### src/hdl/mux_defs.svh
/*
 * Widths and sizes for the three-source AXI master mux.
 * W_FIFO_DEPTH must be a power of two, since the FIFO pointers wrap naturally.
 * The top two ID bits select the source, so ID_W must be at least 2.
 */
`ifndef MUX_DEFS_SVH
`define MUX_DEFS_SVH

`define ADDR_W       32
`define DATA_W       64
`define STRB_W       (`DATA_W / 8)
`define ID_W         4
`define LEN_W        8

// -------------------------------------------------
`define N_SRC        3  // icache, bypass, dcache
`define W_FIFO_DEPTH 4  // outstanding writes

`endif
### src/hdl/mux_route_pkg.sv
/*
 * Source numbering and the ID-based return routing.
 * ID prefix 01 is not issued by any source; it is sent to the dcache.
 */
`default_nettype none

`include "mux_defs.svh"

package mux_route_pkg;

    typedef logic [$clog2(`N_SRC)-1:0] src_idx_t;

    localparam src_idx_t SRC_ICACHE = 0;
    localparam src_idx_t SRC_BYPASS = 1;
    localparam src_idx_t SRC_DCACHE = 2;

    // -------------------------------------------------
    // top two ID bits name the issuing source
    function automatic src_idx_t id_to_src(input logic [`ID_W-1:0] id);
        src_idx_t src;
        case (id[`ID_W-1 -: 2])
            2'b00:   src = SRC_ICACHE;
            2'b10:   src = SRC_BYPASS;
            default: src = SRC_DCACHE;  // 11, and stray 01
        endcase
        return src;
    endfunction

endpackage

`default_nettype wire

### src/hdl/axi_chan_pkg.sv
/*
 * AXI channel payloads without valid/ready.
 * AR and AW share one struct, as neither carries extra attributes here.
 */
`default_nettype none

`include "mux_defs.svh"

package axi_chan_pkg;

    // -------------------------------------------------
    // request side
    // -------------------------------------------------
    typedef struct packed {
        logic [`ID_W-1:0]   id;
        logic [`ADDR_W-1:0] addr;
        logic [`LEN_W-1:0]  len;   // beats minus one
    } addr_chan_t;

    typedef struct packed {
        logic [`DATA_W-1:0] data;
        logic [`STRB_W-1:0] strb;
        logic               last;
    } w_chan_t;

    // -------------------------------------------------
    // response side
    // -------------------------------------------------
    typedef struct packed {
        logic [`ID_W-1:0]   id;
        logic [`DATA_W-1:0] data;
        logic [1:0]         resp;
        logic               last;
    } r_chan_t;

    typedef struct packed {
        logic [`ID_W-1:0] id;
        logic [1:0]       resp;
    } b_chan_t;

endpackage

`default_nettype wire

### src/hdl/axi_master_mux.sv
/*
 * Joins icache (0), bypass (1) and dcache (2) AXI masters onto one port.
 * AR and AW are arbitrated round-robin; R and B return by ID[3:2].
 * At most W_FIFO_DEPTH writes may be open; further AWs are stalled.
 */
`timescale 1ns/1ps
`default_nettype none

`include "mux_defs.svh"

module axi_master_mux (
    input  logic                                clk_i,
    input  logic                                arst_n_i,
    // source AR
    input  logic [`N_SRC-1:0]                   src_ar_valid_i,
    input  logic [`N_SRC-1:0][`ID_W-1:0]        src_ar_id_i,
    input  logic [`N_SRC-1:0][`ADDR_W-1:0]      src_ar_addr_i,
    input  logic [`N_SRC-1:0][`LEN_W-1:0]       src_ar_len_i,
    output logic [`N_SRC-1:0]                   src_ar_ready_o,
    // source AW
    input  logic [`N_SRC-1:0]                   src_aw_valid_i,
    input  logic [`N_SRC-1:0][`ID_W-1:0]        src_aw_id_i,
    input  logic [`N_SRC-1:0][`ADDR_W-1:0]      src_aw_addr_i,
    input  logic [`N_SRC-1:0][`LEN_W-1:0]       src_aw_len_i,
    output logic [`N_SRC-1:0]                   src_aw_ready_o,
    // source W
    input  logic [`N_SRC-1:0]                   src_w_valid_i,
    input  logic [`N_SRC-1:0][`DATA_W-1:0]      src_w_data_i,
    input  logic [`N_SRC-1:0][`STRB_W-1:0]      src_w_strb_i,
    input  logic [`N_SRC-1:0]                   src_w_last_i,
    output logic [`N_SRC-1:0]                   src_w_ready_o,
    // source R, payload shared
    output logic [`N_SRC-1:0]                   src_r_valid_o,
    output logic [`ID_W-1:0]                    src_r_id_o,
    output logic [`DATA_W-1:0]                  src_r_data_o,
    output logic [1:0]                          src_r_resp_o,
    output logic                                src_r_last_o,
    input  logic [`N_SRC-1:0]                   src_r_ready_i,
    // source B, payload shared
    output logic [`N_SRC-1:0]                   src_b_valid_o,
    output logic [`ID_W-1:0]                    src_b_id_o,
    output logic [1:0]                          src_b_resp_o,
    input  logic [`N_SRC-1:0]                   src_b_ready_i,
    // master AR / AW / W
    output logic                                m_ar_valid_o,
    output logic [`ID_W-1:0]                    m_ar_id_o,
    output logic [`ADDR_W-1:0]                  m_ar_addr_o,
    output logic [`LEN_W-1:0]                   m_ar_len_o,
    input  logic                                m_ar_ready_i,
    output logic                                m_aw_valid_o,
    output logic [`ID_W-1:0]                    m_aw_id_o,
    output logic [`ADDR_W-1:0]                  m_aw_addr_o,
    output logic [`LEN_W-1:0]                   m_aw_len_o,
    input  logic                                m_aw_ready_i,
    output logic                                m_w_valid_o,
    output logic [`DATA_W-1:0]                  m_w_data_o,
    output logic [`STRB_W-1:0]                  m_w_strb_o,
    output logic                                m_w_last_o,
    input  logic                                m_w_ready_i,
    // master R / B
    input  logic                                m_r_valid_i,
    input  logic [`ID_W-1:0]                    m_r_id_i,
    input  logic [`DATA_W-1:0]                  m_r_data_i,
    input  logic [1:0]                          m_r_resp_i,
    input  logic                                m_r_last_i,
    output logic                                m_r_ready_o,
    input  logic                                m_b_valid_i,
    input  logic [`ID_W-1:0]                    m_b_id_i,
    input  logic [1:0]                          m_b_resp_i,
    output logic                                m_b_ready_o
);
    import axi_chan_pkg::*;

    addr_chan_t ar_src [`N_SRC];
    addr_chan_t aw_src [`N_SRC];
    w_chan_t    w_src  [`N_SRC];
    addr_chan_t ar_m;
    addr_chan_t aw_m;
    w_chan_t    w_m;
    r_chan_t    r_m;
    r_chan_t    r_src;
    b_chan_t    b_m;
    b_chan_t    b_src;
    logic       aw_ready_gated;  // master AW ready, cut while FIFO full

    // -------------------------------------------------
    // pack source requests
    // -------------------------------------------------
    for (genvar s = 0; s < `N_SRC; s++) begin : g_pack
        assign ar_src[s] = '{id: src_ar_id_i[s], addr: src_ar_addr_i[s], len: src_ar_len_i[s]};
        assign aw_src[s] = '{id: src_aw_id_i[s], addr: src_aw_addr_i[s], len: src_aw_len_i[s]};
        assign w_src[s]  = '{data: src_w_data_i[s], strb: src_w_strb_i[s], last: src_w_last_i[s]};
    end

    // -------------------------------------------------
    // request channels
    // -------------------------------------------------
    req_arbiter #(.payload_t(addr_chan_t)) u_ar_arb (
        .clk_i         (clk_i),
        .arst_n_i      (arst_n_i),
        .src_valid_i   (src_ar_valid_i),
        .src_payload_i (ar_src),
        .src_ready_o   (src_ar_ready_o),
        .dst_valid_o   (m_ar_valid_o),
        .dst_payload_o (ar_m),
        .dst_ready_i   (m_ar_ready_i)
    );

    req_arbiter #(.payload_t(addr_chan_t)) u_aw_arb (
        .clk_i         (clk_i),
        .arst_n_i      (arst_n_i),
        .src_valid_i   (src_aw_valid_i),
        .src_payload_i (aw_src),
        .src_ready_o   (src_aw_ready_o),
        .dst_valid_o   (m_aw_valid_o),
        .dst_payload_o (aw_m),
        .dst_ready_i   (aw_ready_gated)
    );

    w_route_buffer u_w_route (
        .clk_i           (clk_i),
        .arst_n_i        (arst_n_i),
        .aw_valid_i      (m_aw_valid_o),
        .aw_id_i         (aw_m.id),
        .aw_ready_i      (m_aw_ready_i),
        .aw_ready_o      (aw_ready_gated),
        .src_w_valid_i   (src_w_valid_i),
        .src_w_payload_i (w_src),
        .src_w_ready_o   (src_w_ready_o),
        .m_w_valid_o     (m_w_valid_o),
        .m_w_payload_o   (w_m),
        .m_w_ready_i     (m_w_ready_i)
    );

    assign {m_ar_id_o, m_ar_addr_o, m_ar_len_o} = {ar_m.id, ar_m.addr, ar_m.len};
    assign {m_aw_id_o, m_aw_addr_o, m_aw_len_o} = {aw_m.id, aw_m.addr, aw_m.len};
    assign {m_w_data_o, m_w_strb_o, m_w_last_o} = {w_m.data, w_m.strb, w_m.last};

    // -------------------------------------------------
    // response channels
    // -------------------------------------------------
    assign r_m = '{id: m_r_id_i, data: m_r_data_i, resp: m_r_resp_i, last: m_r_last_i};
    assign b_m = '{id: m_b_id_i, resp: m_b_resp_i};

    resp_router #(.payload_t(r_chan_t)) u_r_route (
        .m_valid_i     (m_r_valid_i),
        .m_payload_i   (r_m),
        .m_id_i        (m_r_id_i),
        .m_ready_o     (m_r_ready_o),
        .src_valid_o   (src_r_valid_o),
        .src_payload_o (r_src),
        .src_ready_i   (src_r_ready_i)
    );

    resp_router #(.payload_t(b_chan_t)) u_b_route (
        .m_valid_i     (m_b_valid_i),
        .m_payload_i   (b_m),
        .m_id_i        (m_b_id_i),
        .m_ready_o     (m_b_ready_o),
        .src_valid_o   (src_b_valid_o),
        .src_payload_o (b_src),
        .src_ready_i   (src_b_ready_i)
    );

    assign {src_r_id_o, src_r_data_o, src_r_resp_o, src_r_last_o} =
        {r_src.id, r_src.data, r_src.resp, r_src.last};
    assign {src_b_id_o, src_b_resp_o} = {b_src.id, b_src.resp};

endmodule

`default_nettype wire

### src/hdl/resp_router.sv
/*
 * Steers one response channel (R or B) back to its source.
 * The payload is broadcast; only valid and ready are routed.
 * Purely combinational.
 */
`timescale 1ns/1ps
`default_nettype none

`include "mux_defs.svh"

module resp_router #(
    parameter type payload_t = axi_chan_pkg::b_chan_t
) (
    // master side
    input  logic              m_valid_i,
    input  payload_t          m_payload_i,
    input  logic [`ID_W-1:0]  m_id_i,
    output logic              m_ready_o,
    // source side
    output logic [`N_SRC-1:0] src_valid_o,
    output payload_t          src_payload_o,
    input  logic [`N_SRC-1:0] src_ready_i
);
    import mux_route_pkg::*;

    src_idx_t dst;

    assign dst = id_to_src(m_id_i);

    // -------------------------------------------------
    // only the addressed source sees valid
    // -------------------------------------------------
    always_comb begin
        src_valid_o      = '0;
        src_valid_o[dst] = m_valid_i;
    end

    assign m_ready_o     = src_ready_i[dst];  // that source paces the master
    assign src_payload_o = m_payload_i;

endmodule

`default_nettype wire

### src/hdl/w_route_buffer.sv
/*
 * Routes W beats in the order of accepted AWs (AXI4 has no WID).
 * W for an AW can pass from the cycle after the AW transfer.
 * AW is held back while W_FIFO_DEPTH writes are still open.
 */
`timescale 1ns/1ps
`default_nettype none

`include "mux_defs.svh"

module w_route_buffer (
    input  logic                  clk_i,
    input  logic                  arst_n_i,
    // AW observed between arbiter and master
    input  logic                  aw_valid_i,
    input  logic [`ID_W-1:0]      aw_id_i,
    input  logic                  aw_ready_i,   // from master
    output logic                  aw_ready_o,   // to AW arbiter
    // source W
    input  logic [`N_SRC-1:0]     src_w_valid_i,
    input  axi_chan_pkg::w_chan_t src_w_payload_i [`N_SRC],
    output logic [`N_SRC-1:0]     src_w_ready_o,
    // master W
    output logic                  m_w_valid_o,
    output axi_chan_pkg::w_chan_t m_w_payload_o,
    input  logic                  m_w_ready_i
);
    import mux_route_pkg::*;

    localparam int PTR_W = $clog2(`W_FIFO_DEPTH);
    localparam logic [PTR_W:0] FULL_CNT = `W_FIFO_DEPTH;

    src_idx_t         fifo_mem [`W_FIFO_DEPTH];
    logic [PTR_W-1:0] wr_ptr_q;
    logic [PTR_W-1:0] rd_ptr_q;
    logic [PTR_W:0]   count_q;
    logic             fifo_full;
    logic             fifo_empty;
    logic             push;
    logic             pop;
    src_idx_t         head_src;

    assign fifo_full  = (count_q == FULL_CNT);
    assign fifo_empty = (count_q == '0);
    assign head_src   = fifo_mem[rd_ptr_q];

    // -------------------------------------------------
    // AW side
    // -------------------------------------------------
    assign aw_ready_o = aw_ready_i & ~fifo_full;
    assign push       = aw_valid_i & aw_ready_o;

    // -------------------------------------------------
    // W mux, driven by the oldest open write
    // -------------------------------------------------
    assign m_w_valid_o   = ~fifo_empty & src_w_valid_i[head_src];
    assign m_w_payload_o = src_w_payload_i[head_src];

    always_comb begin
        src_w_ready_o = '0;
        if (!fifo_empty) begin
            src_w_ready_o[head_src] = m_w_ready_i;
        end
    end

    assign pop = m_w_valid_o & m_w_ready_i & m_w_payload_o.last;  // burst done

    // -------------------------------------------------
    // FIFO storage and pointers
    // -------------------------------------------------
    always_ff @(posedge clk_i) begin
        if (push) begin
            fifo_mem[wr_ptr_q] <= id_to_src(aw_id_i);
        end
    end

    always_ff @(posedge clk_i or negedge arst_n_i) begin
        if (!arst_n_i) begin
            wr_ptr_q <= '0;
            rd_ptr_q <= '0;
            count_q  <= '0;
        end else begin
            if (push) begin
                wr_ptr_q <= wr_ptr_q + 1'b1;  // wraps, depth is a power of two
            end
            if (pop) begin
                rd_ptr_q <= rd_ptr_q + 1'b1;
            end
            case ({push, pop})
                2'b10:   count_q <= count_q + 1'b1;
                2'b01:   count_q <= count_q - 1'b1;
                default: count_q <= count_q;
            endcase
        end
    end

endmodule

`default_nettype wire

### src/hdl/req_arbiter.sv
/*
 * Round-robin valid/ready arbiter, combinational from source to destination.
 * A source must hold valid and payload stable until its transfer happens.
 * The grant is locked while the output waits on dst_ready_i.
 */
`timescale 1ns/1ps
`default_nettype none

`include "mux_defs.svh"

module req_arbiter #(
    parameter type payload_t = axi_chan_pkg::addr_chan_t
) (
    input  logic                clk_i,
    input  logic                arst_n_i,
    // source side
    input  logic [`N_SRC-1:0]   src_valid_i,
    input  payload_t            src_payload_i [`N_SRC],
    output logic [`N_SRC-1:0]   src_ready_o,
    // destination side
    output logic                dst_valid_o,
    output payload_t            dst_payload_o,
    input  logic                dst_ready_i
);
    import mux_route_pkg::*;

    src_idx_t ptr_q;    // highest priority source
    src_idx_t grant_q;  // held grant under back-pressure
    logic     lock_q;
    src_idx_t cand;
    src_idx_t sel;

    // -------------------------------------------------
    // search from the pointer, nearest valid wins
    // -------------------------------------------------
    always_comb begin
        int idx;
        cand = ptr_q;
        for (int k = `N_SRC - 1; k >= 0; k--) begin  // walk back so offset 0 lands last
            idx = (int'(ptr_q) + k) % `N_SRC;
            if (src_valid_i[idx]) begin
                cand = src_idx_t'(idx);
            end
        end
    end

    assign sel           = lock_q ? grant_q : cand;
    assign dst_valid_o   = src_valid_i[sel];
    assign dst_payload_o = src_payload_i[sel];

    always_comb begin
        src_ready_o      = '0;
        src_ready_o[sel] = dst_valid_o & dst_ready_i;  // only the winner sees ready
    end

    // -------------------------------------------------
    // pointer and lock
    // -------------------------------------------------
    always_ff @(posedge clk_i or negedge arst_n_i) begin
        if (!arst_n_i) begin
            ptr_q   <= SRC_ICACHE;
            grant_q <= SRC_ICACHE;
            lock_q  <= 1'b0;
        end else if (dst_valid_o && dst_ready_i) begin
            ptr_q  <= src_idx_t'((int'(sel) + 1) % `N_SRC);  // one past the winner
            lock_q <= 1'b0;
        end else if (dst_valid_o) begin
            grant_q <= sel;  // stalled, keep this source
            lock_q  <= 1'b1;
        end
    end

endmodule

`default_nettype wire

### config.mk
export PLATFORM = sky130hd
export DESIGN_NAME = axi_master_mux
export DESIGN_NICKNAME = d
export VERILOG_FILES = /design/src/hdl/mux_route_pkg.sv /design/src/hdl/axi_chan_pkg.sv /design/src/hdl/axi_master_mux.sv /design/src/hdl/resp_router.sv /design/src/hdl/w_route_buffer.sv /design/src/hdl/req_arbiter.sv
export VERILOG_INCLUDE_DIRS = /design/src /design/src/hdl
export SDC_FILE = /design/constraint.sdc
export NUM_CORES = 1
export LEC_CHECK = 0
export ABC_AREA = 1
export BUFFER_PORTS_ARGS = -buffer_cell sky130_fd_sc_hd__buf_4
export CAP_MARGIN = 20
export CORE_AREA = 2 2 326 328
export CTS_BUF_LIST = sky130_fd_sc_hd__clkbuf_16
export CTS_CLUSTER_DIAMETER = 80
export DETAILED_ROUTE_END_ITERATION = 7
export DIE_AREA = 0 0 328 330
export PLACE_DENSITY = 0.3
export SLEW_MARGIN = 20
export SYNTH_ARGS = -nofsm -noshare
export SYNTH_HDL_FRONTEND = slang
export SYNTH_SLANG_ARGS = --single-unit
### constraint.sdc
create_clock -name clk_i -period 2.66 [get_ports clk_i]
set_input_delay 0.532 -clock clk_i [delete_from_list [all_inputs] [get_ports clk_i]]
set_output_delay 0.532 -clock clk_i [all_outputs]
set_load 0.05 [all_outputs]
# Word level (Yosys, flattened, before mapping)
# Memory sizes are Yosys's and may differ from the RTL's.
# Index checks and enable logic that the tools add are counted.
[word_totals]
memories = 1
input_bits = 582
register_bits = 17
ram_bits = 8
[mem_list]
columns = ["memory", "words", "width", "read_ports", "rd_clocked_by_memory_dff", "write_ports", "line_no", "rtl"]
rows = [
  ["u_w_route.fifo_mem", 4, 2, 1, 0, 1, "w_route_buffer.sv:33", "src_idx_t fifo_mem [`W_FIFO_DEPTH];"],
]
[classes]
n_eq_ne = 6
order_cmp = 19
addsub = 10
n_reduce_logical = 16
mux = 67
div = 8
n_bitwise = 18
[ops]
columns = ["op", "n"]
rows = [
  ["$lt A32 B4 Y1 const B", 6],
  ["$mod A32 B3 Y32 const B", 6],
  ["$bmux W44 S2", 2],
  ["$mux W44", 4],
  ["$bmux W73 S2", 1],
  ["$mux W73", 2],
  ["$mod A3 B3 Y32 const B", 2],
  ["$mux W1", 28],
  ["$bmux W1 S2", 11],
  ["$mux W2", 9],
  ["$and A3 B3 Y3", 5],
  ["$lt A2 B3 Y1 const B", 5],
  ["$add A2 B1 Y3 const B", 4],
  ["$pmux W2 S2", 3],
  ["$demux W1 S2", 5],
  ["$ge A2 B1 Y1 const B", 5],
  ["$ge A3 B3 Y1 const B", 3],
  ["$not A2 Y3", 3],
  ["$eq A2 B2 Y1 const B", 4],
  ["$logic_and A1 B1 Y1", 7],
  ["$add A2 B2 Y3 const B", 2],
  ["$and A1 B1 Y1", 6],
  ["$logic_not A2 Y1", 3],
  ["$pmux W3 S2", 1],
  ["other kinds (10)", 17],
]

# Longest topological paths before layout
# Gate-level depths: netlist of run 1.
[logic_depth]
ltp_word = 16
mapped_depth = 23

# Hierarchy
# From an unflattened synthesis of run 1, not the netlist that was laid out.
[unflattened]
cells_unflattened = 1115
area_unflattened_um2 = 6735.2
[by_module_without_submodules]
columns = ["module", "cells_per_inst", "instances", "area_each_um2", "seq_area_each_um2"]
rows = [
  ["req_arbiter", 296, 2, 1854.3, 125.1],
  ["w_route_buffer", 422, 1, 2331.0, 415.4],
  ["resp_router (u_r_route)", 83, 1, 591.8, 0.0],
  ["resp_router (u_b_route)", 18, 1, 103.8, 0.0],
]

# Worst setup path after synthesis of run 1
# Ideal clock, no wire load.
[synth_timing]
kind = "register to output"
start = "reg u_ar_arb.ptr_q[0]"
end = "out m_ar_addr_o[27]"
t_arrival_ns = 2.796
path_slack_ns = -0.668
n_path_buf = 2
stages_incl_launch_ff = 14
path_cell_list = "dfrtp_1 > inv_1 > ha_1 > inv_1 > o21ai_0 > o21ai_0 > inv_1 > nand2_1 > nand2_1 > nand2_2 > buf_4 > buf_2 > o21ai_0 > o21ai_0"
[synth_between]
elab_chain_cells = 13
elab_cells_between_ends = 22
classes_between = "add/sub: 2; div: 3; mux: 16; bitwise: 1"
[synth_lines]
columns = ["element", "line_no", "rtl"]
rows = [
  ["start: declaration", "req_arbiter.sv:27", "src_idx_t ptr_q;"],
  ["start signal: assignment", "req_arbiter.sv:65", "ptr_q <= src_idx_t'((int'(sel) + 1) % `N_SRC);"],
  ["$add A2 B2 Y3", "req_arbiter.sv:40", "idx = (int'(ptr_q) + k) % `N_SRC;"],
  ["$mod A32 B3 Y32 (no line)", "--", ""],
  ["$bmux W1 S2", "req_arbiter.sv:41", "if (src_valid_i[idx]) begin"],
  ["$mux W1 (not written as such) (2 in a row)", "req_arbiter.sv:41", ""],
  ["$mux W2 (2 in a row)", "req_arbiter.sv:41", ""],
  ["$mux W2 (*)", "req_arbiter.sv:41", ""],
  ["$mux W2 (*)", "req_arbiter.sv:47", "assign sel = lock_q ? grant_q : cand;"],
  ["net u_ar_arb.sel[0]", "req_arbiter.sv:31", "src_idx_t sel;"],
  ["$not A2 Y3 (not written as such) (*)", "req_arbiter.sv:49", "assign dst_payload_o = src_payload_i[sel];"],
  ["$bmux W44 S2 (*)", "req_arbiter.sv:49", ""],
  ["$mux W44 (not written as such) (*) (2 in a row)", "req_arbiter.sv:49", ""],
  ["end: declaration", "axi_master_mux.sv:47", "output logic [`ADDR_W-1:0] m_ar_addr_o,"],
]
# Mark *: on every way through the listed nets, which the timed path passes. The rest lies on a longest branch. The select of a mux whose other input is x is not followed.

# Worst setup path in the final report of run 1
[layout_timing]
start = "reg u_ar_arb.ptr_q[1]"
end = "out m_ar_len_o[5]"
[layout_between]
elab_chain_cells = 13
elab_cells_between_ends = 22
classes_between = "add/sub: 2; div: 3; mux: 16; bitwise: 1"
[layout_lines]
columns = ["element", "line_no", "rtl"]
rows = [
  ["$add A2 B2 Y3", "req_arbiter.sv:40", ""],
  ["$mod A32 B3 Y32 (no line)", "--", ""],
  ["$bmux W1 S2", "req_arbiter.sv:41", ""],
  ["$mux W1 (not written as such) (2 in a row)", "req_arbiter.sv:41", ""],
  ["$mux W2 (2 in a row)", "req_arbiter.sv:41", ""],
  ["$mux W2 (*)", "req_arbiter.sv:41", ""],
  ["$mux W2 (*)", "req_arbiter.sv:47", ""],
  ["$not A2 Y3 (not written as such) (*)", "req_arbiter.sv:49", ""],
  ["$bmux W44 S2 (*)", "req_arbiter.sv:49", ""],
  ["$mux W44 (not written as such) (*) (2 in a row)", "req_arbiter.sv:49", ""],
  ["end: declaration", "axi_master_mux.sv:48", "output logic [`LEN_W-1:0] m_ar_len_o,"],
]
# Every way passes the cells marked *; elsewhere a longest branch is shown, timed or not. The select of a mux whose other input is x is not followed.

==> results of run 1 <==
## timing repair
item | CTS | global route
endpoints found under the setup margin | 170 | 186
resized for setup | 372 | 427
hold endpoints to repair | 0 | 0
buffers inserted | 24 | 38
pin swaps | 50 | 95
hold buffers | 0 | 0
cloned | 8 | 20
## metrics by stage
step	instance area (sq um)	hold WS, ns	utilization, %	instances
3_3_place_gp	13400	0.469	12.8	3065
3_5_place_dp	13400	0.472	12.8	3065
5_1_grt	17600	0.164	16.9	3149
2_1_floorplan	6320	0.236	-	1008
6_report	17700	0.146	16.9	3150
4_1_cts	15300	0.161	14.6	3097
## flip-flops by register name, indices dropped and copies added (netlist names)
signal,count
u_w_route.fifo_mem,8
u_ar_arb.ptr_q,2
u_w_route.count_q,3
u_aw_arb.lock_q,1
u_aw_arb.grant_q,2
u_ar_arb.lock_q,1
u_ar_arb.grant_q,2
u_aw_arb.ptr_q,2
u_w_route.rd_ptr_q,2
u_w_route.wr_ptr_q,2
## kinds of logic (layout without fill, tap and decap cells)
kind of cell | after synthesis | count (layout) | synth area share (%)
AND/OR/NAND/NOR | 588 | 588 | 44.9
flip-flops | 25 | 25 | 11.9
other | 0 | 3 | 0
adder cells (fa/ha/maj) | 17 | 17 | 3.95
XOR/XNOR | 4 | 4 | 0.629
AO/OA/AOI/OAI | 174 | 174 | 18.6
buffers and inverters | 200 | 948 | 19.9
## layer usage
metal  share of wire, %  routed length (um)
met3                7.4                4410
met5               0.15                  91
met1                 40               23800
met2                 51               30500
met4                1.5                 870
## cell usage in the layout (no fill, tap or decap), drive strengths merged
cell type / instances
fa: 1
dfrtp: 17
or2: 1
xor2: 3
xnor2: 1
nand3b: 1
clkbuf: 18
nor2: 70
nor3: 6
a21oi: 3
clkinv: 3
nand4: 1
nand3: 179
nand2: 330
o211ai: 1
inv: 56
ha: 16
clkinvlp: 1
edfxtp: 8
diode: 3
a22oi: 65
buf: 870
o21ai: 104
o31ai: 1
## cell type report
type,count,area (sq um)
Sequential cell,25,668
Tap cell,1391,1740
Timing Repair Buffer,885,8730
Inverter,59,269
Clock inverter,1,7.51
Antenna cell,3,7.51
Clock buffer,3,75.1
Multi-Input combinational cell,783,6150
Fill cell,12002,87000
## worst max-delay path by stage
stage                            startpoint                   end  slack, ns
after global placement    src_ar_valid_i[0]        m_ar_addr_o[1]      -0.30
after floorplan           u_aw_arb.ptr_q[0]  u_w_route.count_q[2]      -0.25
final                     u_ar_arb.ptr_q[1]         m_ar_len_o[5]      -0.46
after global routing      u_aw_arb.ptr_q[0]          m_aw_id_o[2]      -0.65
after CTS                 u_aw_arb.ptr_q[0]          m_aw_id_o[3]      -0.49
after detailed placement  u_ar_arb.ptr_q[0]        m_ar_addr_o[0]      -0.28
## worst register-to-register path: stages (launching register included)
cell and delay [ns]:
dfrtp_1 0.43, inv_2 0.08, ha_4 0.30, nor2_1 0.04, nor2_1 0.08, nand2_1 0.07, nand2_1 0.08, inv_1 0.05
nand2_1 0.06, nand2_1 0.05, nand2_1 0.05, nand2_1 0.06, nand2_2 0.08, nand2_4 0.06, buf_4 0.14, nand3_4 0.06
nand3_4 0.09, nand2_4 0.08, buf_6 0.10, ha_4 0.11, inv_2 0.03, fa_2 0.34, a21oi_2 0.11, o21ai_1 0.08
xor2_1 0.14
==> run summary, run 1 <==
outcome: finished with violations
failing checks: negative setup slack
grt met1 use: 11.5%
Clock Latency Late Sink: 0.27 ns
CP required: 2.13 ns
largest net degree at the start of global routing: 66
DRC viols: 0
fin crit period: 3.12 ns
Row Count: 119
cell with the most instances after synthesis: nand2_1
YS warnings: 0
DP HPWL: 46700 um
via count: 10016
WL final: 59600 um
Die ar.: 108000 sq um
vias in the first global route: 9911
critical-path cell list: ha_4, inv_4, nor3_4, nand3b_1, nand2_1, nand3_2, nand2_2, nand2_4, nand2_8, inv_12, buf_8, buf_16, nor2_4, o21ai_4, buf_6
crit share post-route: 117%
Total GRT Usage: 9.28%
WL per Instance: 18.9 um
# clock sinks: 25
CP top delay family: simple AND/OR/NAND/NOR gates
Nets: 2356
R2R Setup Slk: -0.26 ns
Unique masters post-synth: 31
RR Endpoint: u_w_route.count_q[2]
Post-synth EDFFs: 8
actual slew at the worst max-slew pin: 0.347 ns
initial drt markers: 269
CTS Buffer Depth: 2
final setup vio count: 116
worst path buffer plus inverter count: 5
H-tree levels: 1
worst setup margin: -0.461 ns
Worst Reg-to-Reg Cells: 24
CP startpoint kind: flip-flop
critical path arrival: 2.59 ns
Clock Skew: 0.00394 ns
post-synthesis sequential area ratio: 11.9%
ys flop type: dfrtp_1
Post-Syn Instances: 1008
Placer Congestion: 0.802
Hold Vio Cnt, Final: 0
mapped cell area: 5570 sq um
Core ar.: 105000 sq um
CP endpoint kind: primary output
Placement Setup Slack: -0.284 ns
setup TNS: -36.18 ns
Port-buffer cells: 693
CTS tree: built
Crit path largest cell delay: 0.44 ns
Initial Utilization: 5.33%
initial antenna violation count: 12
met3 GRT Util: 2.77%
GR peak layer: met2
maximum fanout along the worst path: 7
Synth async-reset ratio: 68.0%
max cap viols: 0
Slew Limit Fails: 0
Area contributors post-synth: nand2_1 22%, nand3_1 16%, buf_4 11%
Yosys top cell by area: nand2_1
Die X: 328 um
max_slew headroom: 76.6%
CTS Buf Count: 3
Yosys reg bits: 25
reg2reg start: u_aw_arb.ptr_q[0]
Avg Inst Size Synth: 5.53 sq um
share of cells above drive strength 1: 72.6%
num ports: 840
DR pass1 iterations: 5
Post-DRT Antenna Nets: 0
Levels on crit path: 15
HP Class: in -> async
total gr overflow: 0
DIE HEIGHT: 330 um
slowest stage cell, crit path: dfrtp_1
clk root buf: clkbuf_16
CP Class: reg -> out
Via-to-Cell Ratio: 3.18
first-pass GRT wire length: 72500 um
RSZ-0062 raised after global routing: yes
Commonest cells post-synth: 322 x nand2_1, 177 x nand3_1, 82 x buf_4
Layout area overhead: 217%
Yosys top cell area share: 21.7%
global-route met2 utilization: 16.2%
Peak Freq: 0.320 GHz
clk slew on worst S/H paths: 0.08 ns
syn nets: 1607
Power of run 1 is left out: the tool's default activity adds up to more than one toggle a clock period on the data nets, which glitch-free logic cannot reach.
==> run 2, diff against run 1 <==
--- a/config.mk
+++ b/config.mk
@@ -9,12 +9,14 @@
 export ABC_AREA = 1
 export BUFFER_PORTS_ARGS = -buffer_cell sky130_fd_sc_hd__buf_4
 export CAP_MARGIN = 20
-export CORE_AREA = 2 2 326 328
+export CELL_PAD_IN_SITES_DETAIL_PLACEMENT = 0
+export CELL_PAD_IN_SITES_GLOBAL_PLACEMENT = 2
+export CORE_AREA = 2 2 330 332
 export CTS_BUF_LIST = sky130_fd_sc_hd__clkbuf_16
 export CTS_CLUSTER_DIAMETER = 80
 export DETAILED_ROUTE_END_ITERATION = 7
-export DIE_AREA = 0 0 328 330
-export PLACE_DENSITY = 0.3
+export DIE_AREA = 0 0 332 334
+export PLACE_DENSITY = 0.48
 export SLEW_MARGIN = 20
 export SYNTH_ARGS = -nofsm -noshare
 export SYNTH_HDL_FRONTEND = slang
==> run summary, run 2 (synthesized netlist as in run 1, its figures left out) <==
R2R Setup Slk: -0.29 ns (-0.03 ns)
RR Endpoint: u_w_route.count_q[2]
Finished Layout Cells: 3207 (+1.8%)
H-tree levels: 1 (unchanged)
DR pass1 iterations: 6 (+1)
Filler Cell Count: 12149 (+1.2%)
RSZ-0062 raised after global routing: yes
initial antenna violation count: 12 (unchanged)
crit share post-route: 119% (+1.9 points)
DRC viols: 0 (unchanged)
failing checks: negative setup slack
CP startpoint: u_ar_arb.ptr_q[0]
DP HPWL: 42900 um (-8.1%)
Total GRT Usage: 9.49% (+0.21 points)
clk root buf: clkbuf_16
final setup vio count: 167 (+44%)
Row Count: 121 (+1.7%)
Clock Skew: 0.00886 ns (+0.00491 ns)
via count: 10489 (+4.7%)
register area: 669 sq um (+0.19%)
Core ar.: 108000 sq um (+3.0%)
CTS Buffer Depth: 2 (unchanged)
largest registers: u_w_route.fifo_mem (8), u_w_route.count_q (3)
CP endpoint kind: primary output
first-pass GRT wire length: 76900 um (+6.1%)
Peak Freq: 0.315 GHz (-1.6%)
CTS Buf Count: 3 (unchanged)
CP Class: reg -> out
maximum fanout along the worst path: 7 (unchanged)
HP Class: in -> async
worst setup margin: -0.511 ns (-0.0498 ns)
Port-buffer cells: 693 (unchanged)
critical path arrival: 2.64 ns (+0.05 ns)
CP required: 2.13 ns (about the same)
share of cells above drive strength 1: 79.8% (+7.2 points)
Placer Congestion: 0.900 (+12%)
DIE HEIGHT: 334 um (+1.2%)
outcome: finished with violations
WL final: 59100 um (-0.83%)
CP startpoint kind: flip-flop
dpl cells: 3076 (+0.36%)
fin crit period: 3.17 ns (+0.0498 ns)
most frequent cells in the layout: 600 x buf_4, 188 x nand2_1, 123 x buf_6
Largest register FFs: 8 (unchanged)
total gr overflow: 0 (unchanged)
Slew Limit Fails: 0 (unchanged)
actual slew at the worst max-slew pin: 0.325 ns (-0.0228 ns)
Worst Reg-to-Reg Cells: 24 (unchanged)
Initial Utilization: 5.17% (-0.15 points)
vias in the first global route: 10949 (+10%)
Clock Latency Late Sink: 0.28 ns (about the same)
initial drt markers: 280 (+4.1%)
Layout area overhead: 249%
reg2reg start: u_aw_arb.ptr_q[0]
WL per Instance: 18.4 um (-2.6%)
CTS tree: built
most common cell after layout, fill and taps aside: buf_4
Post-DRT Antenna Nets: 0 (unchanged)
Top reg by flops: u_w_route.fifo_mem
# clock sinks: 25 (unchanged)
largest net degree at the start of global routing: 42 (-36%)
Via-to-Cell Ratio: 3.27 (+2.9%)
Hold Vio Cnt, Final: 0 (unchanged)
clk slew on worst S/H paths: 0.09 ns (about the same)
Die ar.: 111000 sq um (+2.4%)
num ports: 840 (unchanged)
max_slew headroom: 78.4% (+1.8 points)
Setup crit end: m_ar_addr_o[23]
Nets: 2392 (+1.5%)
Die X: 332 um (+1.2%)
multi-input gate area in the final layout: 6930 sq um (+13%)
max cap viols: 0 (unchanged)
==> run 2: how the worst min path moves through the flow <==
stage,start,end,slack (ns)
2_1_floorplan,arst_n_i,u_ar_arb.grant_q[0],0.24
3_3_place_gp,arst_n_i,u_w_route.count_q[0],0.46
3_5_place_dp,u_aw_arb.grant_q[0],u_aw_arb.grant_q[0],0.46
4_1_cts,arst_n_i,u_w_route.rd_ptr_q[1],0.15
5_1_grt,arst_n_i,u_ar_arb.lock_q,0.15
6_report,arst_n_i,u_ar_arb.lock_q,0.14
==> run 2: final cells by class <==
class                           instances  share of cell area, %
Inverter                               59                   1.43
Tap cell                             1414                   9.10
Antenna cell                            1                 0.0129
Clock inverter                          1                 0.0450
Timing Repair Buffer                  921                   50.0
Sequential cell                        25                   3.44
Clock buffer                            3                  0.386
Multi-Input combinational cell        783                   35.6
==> run 2: stage by stage <==
step	cell area (sq um)	TNS, ns	utilization, %	setup WS [ns]	hold slack (ns)
detailed placement	13400	-22.67	12.4	-0.347	0.461
global placement	13400	-25.62	12.4	-0.397	0.455
global route	19400	-78.51	18.0	-0.686	0.151
floorplan	6320	-0.923	-	-0.252	0.236
finish	19400	-47.04	18.0	-0.511	0.144
CTS	17000	-61.71	15.8	-0.564	0.149
==> run 2: timing repair <==
item / CTS / global route
resized for setup: 604 / 450
gates cloned: 35 / 22
setup endpoints to repair: 174 / 191
hold buffers: 0 / 0
pin swaps: 61 / 139
buffers inserted: 48 / 43
==> run 2: metal layers <==
metal	part of all wire, %	track usage, %	vias to the layer above
li1	-	-	4896
met1	37	10.3	5000
met2	51	17.5	517
met3	9.5	3.79	68
met4	2.0	1.61	8
met5	0.086	0	-
==> run 2: worst max-delay path, cell delays in order (launching register included) <==
cell and delay (ns):
dfrtp_2 0.42, inv_2 0.06, ha_4 0.30, nor2_4 0.05, nor2_4 0.12, o21ai_4 0.08, o21ai_2 0.12, inv_1 0.06
nand2_2 0.08, nand2_4 0.07, nand2_8 0.12, clkinv_8 0.11, buf_12 0.14, buf_16 0.15, buf_6 0.13, nor2_4 0.12
o21ai_4 0.07, buf_6 0.16
Power of run 2 is left out for the same reason.
